==> config.mk <==
export PLATFORM = sky130hd
export DESIGN_NAME = csr_file
export DESIGN_NICKNAME = d
export VERILOG_FILES = /design/src/logic/csr_pkg.sv /design/src/logic/csr_exception_regs.sv /design/src/logic/csr_interrupt.sv /design/src/logic/csr_timer.sv /design/src/logic/csr_file.sv
export SDC_FILE = /design/constraint.sdc
export NUM_CORES = 1
export LEC_CHECK = 0
export BUFFER_PORTS_ARGS = -buffer_cell sky130_fd_sc_hd__buf_2
export CAP_MARGIN = 30
export CORE_ASPECT_RATIO = 1.25
export CORE_UTILIZATION = 45
export CTS_CLUSTER_DIAMETER = 150
export DETAILED_ROUTE_END_ITERATION = 8
export MAX_ROUTING_LAYER = met4
export PLACE_DENSITY = 0.64
export SLEW_MARGIN = 15
export SYNTH_ARGS = -nofsm -noshare
export SYNTH_HDL_FRONTEND = slang
export SYNTH_SLANG_ARGS = --single-unit
==> constraint.sdc <==
create_clock -name clk -period 3.81 [get_ports clk]
set_input_delay 0.381 -clock clk [delete_from_list [all_inputs] [get_ports clk]]
set_output_delay 0.381 -clock clk [all_outputs]
set_load 0.005 [all_outputs]
==> src/logic/csr_pkg.sv <==
`default_nettype none

package csr_pkg;

    localparam int CSR_DATA_W = 32;
    localparam int CSR_NUM_W  = 14;
    localparam int ECODE_W    = 6;
    localparam int ESUBCODE_W = 9;
    localparam int HW_INT_W   = 8;
    localparam int INT_W      = 13;

    // estat.is / ecfg.lie layout
    localparam int SW_INT_W      = 2;
    localparam int HW_INT_LSB    = 2;
    localparam int INT_RSVD_BIT  = 10;
    localparam int TIMER_INT_BIT = 11;
    localparam int IPI_INT_BIT   = 12;

    localparam int ESTAT_ECODE_LSB    = 16;
    localparam int ESTAT_ESUBCODE_LSB = 22;

    // crmd keeps plv, ie, da, pg, datf, datm
    localparam int CRMD_W      = 9;
    localparam int CRMD_IE_BIT = 2;
    // prmd mirrors the plv/ie part of crmd
    localparam int PRMD_W      = 3;
    localparam int EENTRY_LSB  = 6;

    localparam int TCFG_EN_BIT       = 0;
    localparam int TCFG_PERIODIC_BIT = 1;
    localparam int TCFG_INITVAL_LSB  = 2;
    localparam int TICLR_CLR_BIT     = 0;

    localparam logic [CSR_DATA_W-1:0] TIMER_IDLE = '1;
    // da set, everything else zero
    localparam logic [CSR_DATA_W-1:0] CRMD_RESET = 32'h0000_0008;

    typedef enum logic [CSR_NUM_W-1:0] {
        CRMD   = 14'h00,
        PRMD   = 14'h01,
        ECFG   = 14'h04,
        ESTAT  = 14'h05,
        ERA    = 14'h06,
        BADV   = 14'h07,
        EENTRY = 14'h0c,
        SAVE0  = 14'h30,
        SAVE1  = 14'h31,
        SAVE2  = 14'h32,
        SAVE3  = 14'h33,
        TID    = 14'h40,
        TCFG   = 14'h41,
        TVAL   = 14'h42,
        TICLR  = 14'h44
    } csr_num_e;

    typedef enum logic [ECODE_W-1:0] {
        INT = 6'h00,
        ADE = 6'h08,
        ALE = 6'h09,
        SYS = 6'h0b,
        BRK = 6'h0c,
        INE = 6'h0d
    } ecode_e;

    function automatic logic [CSR_DATA_W-1:0] masked_write(
        input logic [CSR_DATA_W-1:0] old_value,
        input logic [CSR_DATA_W-1:0] mask,
        input logic [CSR_DATA_W-1:0] value
    );
        return (mask & value) | (~mask & old_value);
    endfunction

endpackage

`default_nettype wire

==> src/logic/csr_exception_regs.sv <==
`timescale 1ns/1ns
`default_nettype none

module csr_exception_regs
    import csr_pkg::*;
(
    input  wire logic                  clk,
    input  wire logic                  reset,
    input  wire logic [CSR_NUM_W-1:0]  csr_num,
    input  wire logic                  csr_we,
    input  wire logic [CSR_DATA_W-1:0] csr_wmask,
    input  wire logic [CSR_DATA_W-1:0] csr_wvalue,
    input  wire logic                  wb_ex,
    input  wire logic [ECODE_W-1:0]    wb_ecode,
    input  wire logic [ESUBCODE_W-1:0] wb_esubcode,
    input  wire logic [CSR_DATA_W-1:0] wb_pc,
    input  wire logic [CSR_DATA_W-1:0] wb_vaddr,
    input  wire logic                  ertn_flush,
    output logic      [CSR_DATA_W-1:0] rvalue,
    output logic      [CSR_DATA_W-1:0] crmd,
    output logic      [CSR_DATA_W-1:0] eentry,
    output logic                       crmd_ie
);

    logic [CRMD_W-1:0]                crmd_q;
    logic [PRMD_W-1:0]                prmd_q;
    logic [CSR_DATA_W-1:0]            era_q;
    logic [CSR_DATA_W-1:0]            badv_q;
    logic [CSR_DATA_W-EENTRY_LSB-1:0] eentry_va;
    logic [CSR_DATA_W-1:0]            save_q [4];

    logic [CSR_DATA_W-1:0] prmd;
    logic [CSR_DATA_W-1:0] crmd_wr;
    logic [CSR_DATA_W-1:0] prmd_wr;
    logic [CSR_DATA_W-1:0] era_wr;
    logic [CSR_DATA_W-1:0] badv_wr;
    logic [CSR_DATA_W-1:0] eentry_wr;
    logic [CSR_DATA_W-1:0] save_wr;
    logic                  is_save;
    logic                  addr_err;

    assign crmd    = {{(CSR_DATA_W-CRMD_W){1'b0}}, crmd_q};
    assign prmd    = {{(CSR_DATA_W-PRMD_W){1'b0}}, prmd_q};
    assign eentry  = {eentry_va, {EENTRY_LSB{1'b0}}};
    assign crmd_ie = crmd_q[CRMD_IE_BIT];

    assign is_save = (csr_num >= SAVE0) && (csr_num <= SAVE3);

    assign crmd_wr   = masked_write(crmd, csr_wmask, csr_wvalue);
    assign prmd_wr   = masked_write(prmd, csr_wmask, csr_wvalue);
    assign era_wr    = masked_write(era_q, csr_wmask, csr_wvalue);
    assign badv_wr   = masked_write(badv_q, csr_wmask, csr_wvalue);
    assign eentry_wr = masked_write(eentry, csr_wmask, csr_wvalue);
    assign save_wr   = masked_write(save_q[csr_num[1:0]], csr_wmask, csr_wvalue);

    // ADE counts only for the fetch subcode
    assign addr_err = (wb_ecode == ADE && wb_esubcode == '0) || (wb_ecode == ALE);

    // da/pg/datf/datm take the write even while plv/ie are overridden
    always_ff @(posedge clk)
    begin
        if (reset)
        begin
            crmd_q <= CRMD_RESET[CRMD_W-1:0];
        end
        else
        begin
            if (csr_we && csr_num == CRMD)
                crmd_q <= crmd_wr[CRMD_W-1:0];
            if (wb_ex)
                crmd_q[CRMD_IE_BIT:0] <= '0;
            else if (ertn_flush)
                crmd_q[CRMD_IE_BIT:0] <= prmd_q;
        end
    end

    always_ff @(posedge clk)
    begin
        if (wb_ex)
            prmd_q <= crmd_q[CRMD_IE_BIT:0];
        else if (csr_we && csr_num == PRMD)
            prmd_q <= prmd_wr[PRMD_W-1:0];
    end

    always_ff @(posedge clk)
    begin
        if (wb_ex)
            era_q <= wb_pc;
        else if (csr_we && csr_num == ERA)
            era_q <= era_wr;
    end

    always_ff @(posedge clk)
    begin
        if (wb_ex && addr_err)
            badv_q <= (wb_ecode == ADE) ? wb_pc : wb_vaddr;
        else if (csr_we && csr_num == BADV)
            badv_q <= badv_wr;
    end

    always_ff @(posedge clk)
    begin
        if (csr_we && csr_num == EENTRY)
            eentry_va <= eentry_wr[CSR_DATA_W-1:EENTRY_LSB];
    end

    always_ff @(posedge clk)
    begin
        if (csr_we && is_save)
            save_q[csr_num[1:0]] <= save_wr;
    end

    always_comb
    begin
        case (csr_num)
            CRMD:   rvalue = crmd;
            PRMD:   rvalue = prmd;
            ERA:    rvalue = era_q;
            BADV:   rvalue = badv_q;
            EENTRY: rvalue = eentry;
            SAVE0, SAVE1, SAVE2, SAVE3:
                rvalue = save_q[csr_num[1:0]];
            default:
                rvalue = '0;
        endcase
    end

endmodule

`default_nettype wire

==> src/logic/csr_interrupt.sv <==
`timescale 1ns/1ns
`default_nettype none

module csr_interrupt
    import csr_pkg::*;
(
    input  wire logic                  clk,
    input  wire logic                  reset,
    input  wire logic [CSR_NUM_W-1:0]  csr_num,
    input  wire logic                  csr_we,
    input  wire logic [CSR_DATA_W-1:0] csr_wmask,
    input  wire logic [CSR_DATA_W-1:0] csr_wvalue,
    input  wire logic                  wb_ex,
    input  wire logic [ECODE_W-1:0]    wb_ecode,
    input  wire logic [ESUBCODE_W-1:0] wb_esubcode,
    input  wire logic [HW_INT_W-1:0]   hw_int_in,
    input  wire logic                  ipi_int_in,
    input  wire logic                  timer_int,
    input  wire logic                  crmd_ie,
    output logic      [CSR_DATA_W-1:0] rvalue,
    output logic                       has_int
);

    logic [INT_W-1:0]      ecfg_lie;
    logic [SW_INT_W-1:0]   sw_int;
    logic [HW_INT_W-1:0]   hw_int_q;
    logic                  ipi_int_q;
    logic [ECODE_W-1:0]    estat_ecode;
    logic [ESUBCODE_W-1:0] estat_esubcode;
    logic [INT_W-1:0]      estat_is;
    logic [CSR_DATA_W-1:0] ecfg;
    logic [CSR_DATA_W-1:0] estat;
    logic [CSR_DATA_W-1:0] ecfg_wr;
    logic [CSR_DATA_W-1:0] estat_wr;

    assign ecfg     = {{(CSR_DATA_W-INT_W){1'b0}}, ecfg_lie};
    assign ecfg_wr  = masked_write(ecfg, csr_wmask, csr_wvalue);
    assign estat_wr = masked_write(estat, csr_wmask, csr_wvalue);

    always_ff @(posedge clk)
    begin
        if (reset)
        begin
            ecfg_lie <= '0;
        end
        else if (csr_we && csr_num == ECFG)
        begin
            ecfg_lie               <= ecfg_wr[INT_W-1:0];
            ecfg_lie[INT_RSVD_BIT] <= 1'b0;
        end
    end

    // interrupt lines are registered, one cycle behind the pins
    always_ff @(posedge clk)
    begin
        if (reset)
        begin
            sw_int         <= '0;
            hw_int_q       <= '0;
            ipi_int_q      <= 1'b0;
            estat_ecode    <= '0;
            estat_esubcode <= '0;
        end
        else
        begin
            if (csr_we && csr_num == ESTAT)
                sw_int <= estat_wr[SW_INT_W-1:0];
            hw_int_q  <= hw_int_in;
            ipi_int_q <= ipi_int_in;
            if (wb_ex)
            begin
                estat_ecode    <= wb_ecode;
                estat_esubcode <= wb_esubcode;
            end
        end
    end

    always_comb
    begin
        estat_is                                = '0;
        estat_is[SW_INT_W-1:0]                  = sw_int;
        estat_is[HW_INT_LSB +: HW_INT_W]        = hw_int_q;
        estat_is[TIMER_INT_BIT]                 = timer_int;
        estat_is[IPI_INT_BIT]                   = ipi_int_q;
        estat                                   = '0;
        estat[INT_W-1:0]                        = estat_is;
        estat[ESTAT_ECODE_LSB +: ECODE_W]       = estat_ecode;
        estat[ESTAT_ESUBCODE_LSB +: ESUBCODE_W] = estat_esubcode;
    end

    // ipi is left out of the pending check
    assign has_int = (|(estat_is[TIMER_INT_BIT:0] & ecfg_lie[TIMER_INT_BIT:0])) && crmd_ie;

    always_comb
    begin
        case (csr_num)
            ECFG:    rvalue = ecfg;
            ESTAT:   rvalue = estat;
            default: rvalue = '0;
        endcase
    end

endmodule

`default_nettype wire

==> src/logic/csr_timer.sv <==
`timescale 1ns/1ns
`default_nettype none

module csr_timer
    import csr_pkg::*;
(
    input  wire logic                  clk,
    input  wire logic                  reset,
    input  wire logic [CSR_NUM_W-1:0]  csr_num,
    input  wire logic                  csr_we,
    input  wire logic [CSR_DATA_W-1:0] csr_wmask,
    input  wire logic [CSR_DATA_W-1:0] csr_wvalue,
    input  wire logic [CSR_DATA_W-1:0] coreid_in,
    output logic      [CSR_DATA_W-1:0] rvalue,
    output logic                       timer_int
);

    logic [CSR_DATA_W-1:0] tid;
    logic [CSR_DATA_W-1:0] tcfg;
    logic [CSR_DATA_W-1:0] timer_cnt;
    logic [CSR_DATA_W-1:0] tid_wr;
    logic [CSR_DATA_W-1:0] tcfg_wr;
    logic [CSR_DATA_W-1:0] reload_value;
    logic                  tcfg_write;
    logic                  ticlr_clear;
    logic                  expire;

    assign tid_wr  = masked_write(tid, csr_wmask, csr_wvalue);
    assign tcfg_wr = masked_write(tcfg, csr_wmask, csr_wvalue);

    assign tcfg_write  = csr_we && (csr_num == TCFG);
    assign ticlr_clear = csr_we && (csr_num == TICLR)
                         && csr_wmask[TICLR_CLR_BIT] && csr_wvalue[TICLR_CLR_BIT];

    // initval x4
    assign reload_value = {tcfg[CSR_DATA_W-1:TCFG_INITVAL_LSB], {TCFG_INITVAL_LSB{1'b0}}};
    assign expire       = tcfg[TCFG_EN_BIT] && (timer_cnt == '0);

    always_ff @(posedge clk)
    begin
        if (reset)
            tid <= coreid_in;
        else if (csr_we && csr_num == TID)
            tid <= tid_wr;
    end

    always_ff @(posedge clk)
    begin
        if (reset)
            tcfg <= '0;
        else if (tcfg_write)
            tcfg <= tcfg_wr;
    end

    always_ff @(posedge clk)
    begin
        if (reset)
        begin
            timer_cnt <= TIMER_IDLE;
        end
        else if (tcfg_write && tcfg_wr[TCFG_EN_BIT])
        begin
            timer_cnt <= {tcfg_wr[CSR_DATA_W-1:TCFG_INITVAL_LSB], {TCFG_INITVAL_LSB{1'b0}}};
        end
        else if (tcfg[TCFG_EN_BIT] && timer_cnt != TIMER_IDLE)
        begin
            if (timer_cnt == '0)
                timer_cnt <= tcfg[TCFG_PERIODIC_BIT] ? reload_value : TIMER_IDLE;
            else
                timer_cnt <= timer_cnt - 1'b1;
        end
    end

    // set beats clear
    always_ff @(posedge clk)
    begin
        if (reset)
            timer_int <= 1'b0;
        else if (expire)
            timer_int <= 1'b1;
        else if (ticlr_clear)
            timer_int <= 1'b0;
    end

    always_comb
    begin
        case (csr_num)
            TID:     rvalue = tid;
            TCFG:    rvalue = tcfg;
            TVAL:    rvalue = timer_cnt;
            default: rvalue = '0;
        endcase
    end

endmodule

`default_nettype wire

==> src/logic/csr_file.sv <==
`timescale 1ns/1ns
`default_nettype none

module csr_file
    import csr_pkg::*;
(
    input  wire logic                  clk,
    input  wire logic                  reset,
    input  wire logic                  csr_re,
    input  wire logic [CSR_NUM_W-1:0]  csr_num,
    input  wire logic                  csr_we,
    input  wire logic [CSR_DATA_W-1:0] csr_wmask,
    input  wire logic [CSR_DATA_W-1:0] csr_wvalue,
    input  wire logic                  wb_ex,
    input  wire logic [ECODE_W-1:0]    wb_ecode,
    input  wire logic [ESUBCODE_W-1:0] wb_esubcode,
    input  wire logic [CSR_DATA_W-1:0] wb_pc,
    input  wire logic [CSR_DATA_W-1:0] wb_vaddr,
    input  wire logic                  ertn_flush,
    input  wire logic [HW_INT_W-1:0]   hw_int_in,
    input  wire logic                  ipi_int_in,
    input  wire logic [CSR_DATA_W-1:0] coreid_in,
    output logic      [CSR_DATA_W-1:0] csr_rvalue,
    output logic      [CSR_DATA_W-1:0] csr_eentry,
    output logic      [CSR_DATA_W-1:0] csr_crmd,
    output logic                       has_int
);

    logic [CSR_DATA_W-1:0] exc_rvalue;
    logic [CSR_DATA_W-1:0] int_rvalue;
    logic [CSR_DATA_W-1:0] tmr_rvalue;
    logic                  crmd_ie;
    logic                  timer_int;

    csr_exception_regs u_exception_regs (
        .clk         (clk),
        .reset       (reset),
        .csr_num     (csr_num),
        .csr_we      (csr_we),
        .csr_wmask   (csr_wmask),
        .csr_wvalue  (csr_wvalue),
        .wb_ex       (wb_ex),
        .wb_ecode    (wb_ecode),
        .wb_esubcode (wb_esubcode),
        .wb_pc       (wb_pc),
        .wb_vaddr    (wb_vaddr),
        .ertn_flush  (ertn_flush),
        .rvalue      (exc_rvalue),
        .crmd        (csr_crmd),
        .eentry      (csr_eentry),
        .crmd_ie     (crmd_ie)
    );

    csr_interrupt u_interrupt (
        .clk         (clk),
        .reset       (reset),
        .csr_num     (csr_num),
        .csr_we      (csr_we),
        .csr_wmask   (csr_wmask),
        .csr_wvalue  (csr_wvalue),
        .wb_ex       (wb_ex),
        .wb_ecode    (wb_ecode),
        .wb_esubcode (wb_esubcode),
        .hw_int_in   (hw_int_in),
        .ipi_int_in  (ipi_int_in),
        .timer_int   (timer_int),
        .crmd_ie     (crmd_ie),
        .rvalue      (int_rvalue),
        .has_int     (has_int)
    );

    csr_timer u_timer (
        .clk        (clk),
        .reset      (reset),
        .csr_num    (csr_num),
        .csr_we     (csr_we),
        .csr_wmask  (csr_wmask),
        .csr_wvalue (csr_wvalue),
        .coreid_in  (coreid_in),
        .rvalue     (tmr_rvalue),
        .timer_int  (timer_int)
    );

    // each block returns zero for numbers it does not own
    assign csr_rvalue = (exc_rvalue | int_rvalue | tmr_rvalue) & {CSR_DATA_W{csr_re}};

endmodule

`default_nettype wire

==> run metrics <==
vias=16600; Avg Vias per Cell=6.29; library cells used by synthesis=75; Setup Fix Bufs, Post-CTS=0; Layout Skew=0.0238 ns; sequential power share=49.1%; total global-route track usage=31.7%; clock buffer depth=3; sequential cell area fraction in the yosys report=51.5%; drt drc=0; crit-path cells=buf_2 > nor4_1 > nand4_1 > buf_4 > nor4_4 > buf_4 > buf_4 > a222oi_1 > a31oi_1 > buf_2; Port Buffers=271; CP Capture Type=output pin; ys flop type=edfxtp_1; Critical Path End=csr_rvalue[23]; CP max-delay cell=nor4_1; EDFF count, synth=253; CTS tree=yes; setup_tns=0 ns; Clk network pwr share=43.6%; net load switching power=2120 µW; number of max-cap violations=0; Worst-Margin Slew=0.975 ns; Die Width=186 µm; WP buf/inv=5; root buf cell=clkbuf_16; Tot Pwr=8960 µW; CP Launch Type=input pin; most frequent CP cell=buf_4; pre-CTS setup slack=0.617 ns; largest net degree at the start of global routing=124; flip-flop and latch count after synthesis=365; R2R Path End=u_timer.timer_cnt[28]; WP data arrival=2.88 ns; CP top delay family=buffers and inverters; final WL=67.9 mm; Hold/Removal Path Class=in2reg; Leak=0.00885 µW; Nets=2251; final setup fails=0; Tmin final=3.26 ns; GRT Residual Overflow=0; YS warnings=0; Sink Count=365; Die Area=43300 µm²; max incr delay on CP=0.54 ns; height of the die=232 µm; remaining antenna violation count=0; Pre-antenna DRT Iters=8; vias in the first global route=15900; CTS clk-pin slew, worst paths=0.06 ns; WL per Instance=25.8 µm; Achievable Freq=306 MHz; reg2reg start=u_timer.timer_cnt[0]; post-synthesis cell count=1850; H-tree depth=2; CTS buffer count=40; Peak VDD IR=297 µV; final worst slack=0.546 ns; outcome=finished, final reports clean; Detailed Place HPWL=47.5 mm; cts hold-fix bufs=0; CTS resizes=0; initial antenna violation count=3; core area=41900 µm²; r2r setup slk=1.01 ns; Slew headroom=34.8%; starting density of the core=45.6%; CP Depth=10; Syn-to-layout area delta=16.9%; I/O pin total=301; CP Data Required Time=3.43 ns; Worst Setup SP=csr_num[8]; final hold viol count=0; CP Class=in2out; worst skew pair latency=0.56 ns; fill count=3751; Post-synth ARST share=0%; first-pass GRT wire length=101 mm; crit path max fanout=29; P_int=6840 µW; final design utilization=53.3%; layout cells sized above 1=22.6%; mapped cell area=19100 µm²; Worst R2R Path Depth=8; FP Rows=84; max-slew violations=0; GPL Wtd Cong=0.931; Sw Ratio=23.6%; final worst path period share=85.7%; RSZ-0062 raised after global routing=false; Pwr Density=401 nW/µm²; Gate power share=7.3%; Mean Syn Cell Area=10.3 µm²; DRT iter0 DRCs=2001
==> cell usage after synthesis (4+ instances only) <==
cell,instances,area [µm²]
a41oi_1,11,96.3
nor4_1,12,75.1
o21ai_0,128,641
a32oi_1,6,52.6
o221ai_1,5,43.8
buf_2,10,50.1
a21oi_1,106,531
mux2i_1,102,1020
o31ai_1,6,45.0
a22oi_1,65,488
or4_4,4,45.0
clkbuf_1,139,522
nand3_1,19,95.1
a222oi_1,24,240
xnor2_1,10,87.6
o21ai_1,11,55.1
or4_1,5,37.5
nor2_1,128,480
or3_1,9,56.3
buf_1,7,26.3
o311ai_1,8,70.1
a31oi_1,25,156
a22o_1,5,43.8
nor2b_1,10,62.6
dfxtp_1,112,2240
o2bb2ai_1,7,61.3
nand2b_1,14,87.6
nor3_2,4,40.0
nor4_2,5,62.6
nand2_1,187,702
buf_4,30,225
clkbuf_2,18,90.1
a221oi_1,32,280
edfxtp_1,253,7600
or2_2,4,25.0
mux4_2,32,721
nand4_1,12,75.1
o211ai_1,6,45.0
a21o_1,99,743
and3_1,27,169
inv_1,65,244
nor3_1,31,155
==> power groups by stage <==
stage          Combinational, µW  Clock, µW  Sequential [µW]
3_5_place_dp                 639          0             4480
3_3_place_gp                 629          0             4480
2_1_floorplan                375          0             4450
4_1_cts                      642       3960             4390
6_report                     652       3910             4400
5_1_grt                      701       4090             4400
==> layout make-up <==
cell class	count	area, µm²	area share [%]
clock inverters	22	206	0.924
inverters	66	248	1.11
repair buffers	330	1920	8.60
flip-flops and latches	365	9840	44.0
diodes	2	5.00	0.0224
well taps	559	699	3.13
multi-input cells	1241	8290	37.1
clock buffers	52	1140	5.10
==> cells in the final DEF, fill, tap and decap left out, types with 29 or more instances in the layout <==
| master | n |
|---|---|
| a21o_1 | 99 |
| a21oi_1 | 106 |
| a221oi_1 | 32 |
| a22oi_1 | 65 |
| buf_2 | 269 |
| buf_4 | 51 |
| clkbuf_16 | 42 |
| conb_1 | 29 |
| dfxtp_1 | 112 |
| edfxtp_1 | 253 |
| inv_1 | 64 |
| mux2i_1 | 102 |
| mux4_2 | 32 |
| nand2_1 | 187 |
| nor2_1 | 122 |
| o21ai_0 | 128 |
==> through the flow <==
stage | instance area, µm² | instances | hold WS (ns)
final | 22300 | 2637 | 0.0480
after floorplan | 19200 | 1878 | 0.456
after global routing | 22300 | 2637 | 0.0536
after CTS | 22300 | 2634 | 0.0360
after global placement | 21000 | 2560 | 0.479
after detailed placement | 21000 | 2560 | 0.487
==> how the worst min path moves through the flow <==
stage / startpoint / to / cells past startpoint
final: hw_int_in[5] / u_interrupt.hw_int_q[5] / 2
after global routing: hw_int_in[4] / u_interrupt.hw_int_q[4] / 2
after CTS: hw_int_in[5] / u_interrupt.hw_int_q[5] / 2
after detailed placement: u_interrupt.estat_esubcode[2] / u_interrupt.estat_esubcode[2] / 2
after global placement: u_interrupt.estat_esubcode[2] / u_interrupt.estat_esubcode[2] / 2
after floorplan: u_timer.timer_int / u_timer.timer_int / 2
==> metal layers <==
metal	vias up	GRT usage (%)	part of all wire [%]
met5	-	-	0
met2	947	50.1	47
li1	7305	-	-
met3	169	3.80	8.5
met1	8160	41.1	40
met4	0	14.4	4.6
==> cell families after synthesis <==
family / after synthesis / synth area share, %
flops: 365 / 51.5
simple gates: 490 / 12.4
other cells: 1 / 0.0196
fa+ha+maj: 3 / 0.196
compound gates: 572 / 20.0
mux: 134 / 9.11
buf+inv: 272 / 6.19
xor+xnor: 13 / 0.596
No activity file was read; power rests on OpenSTA's default activity.
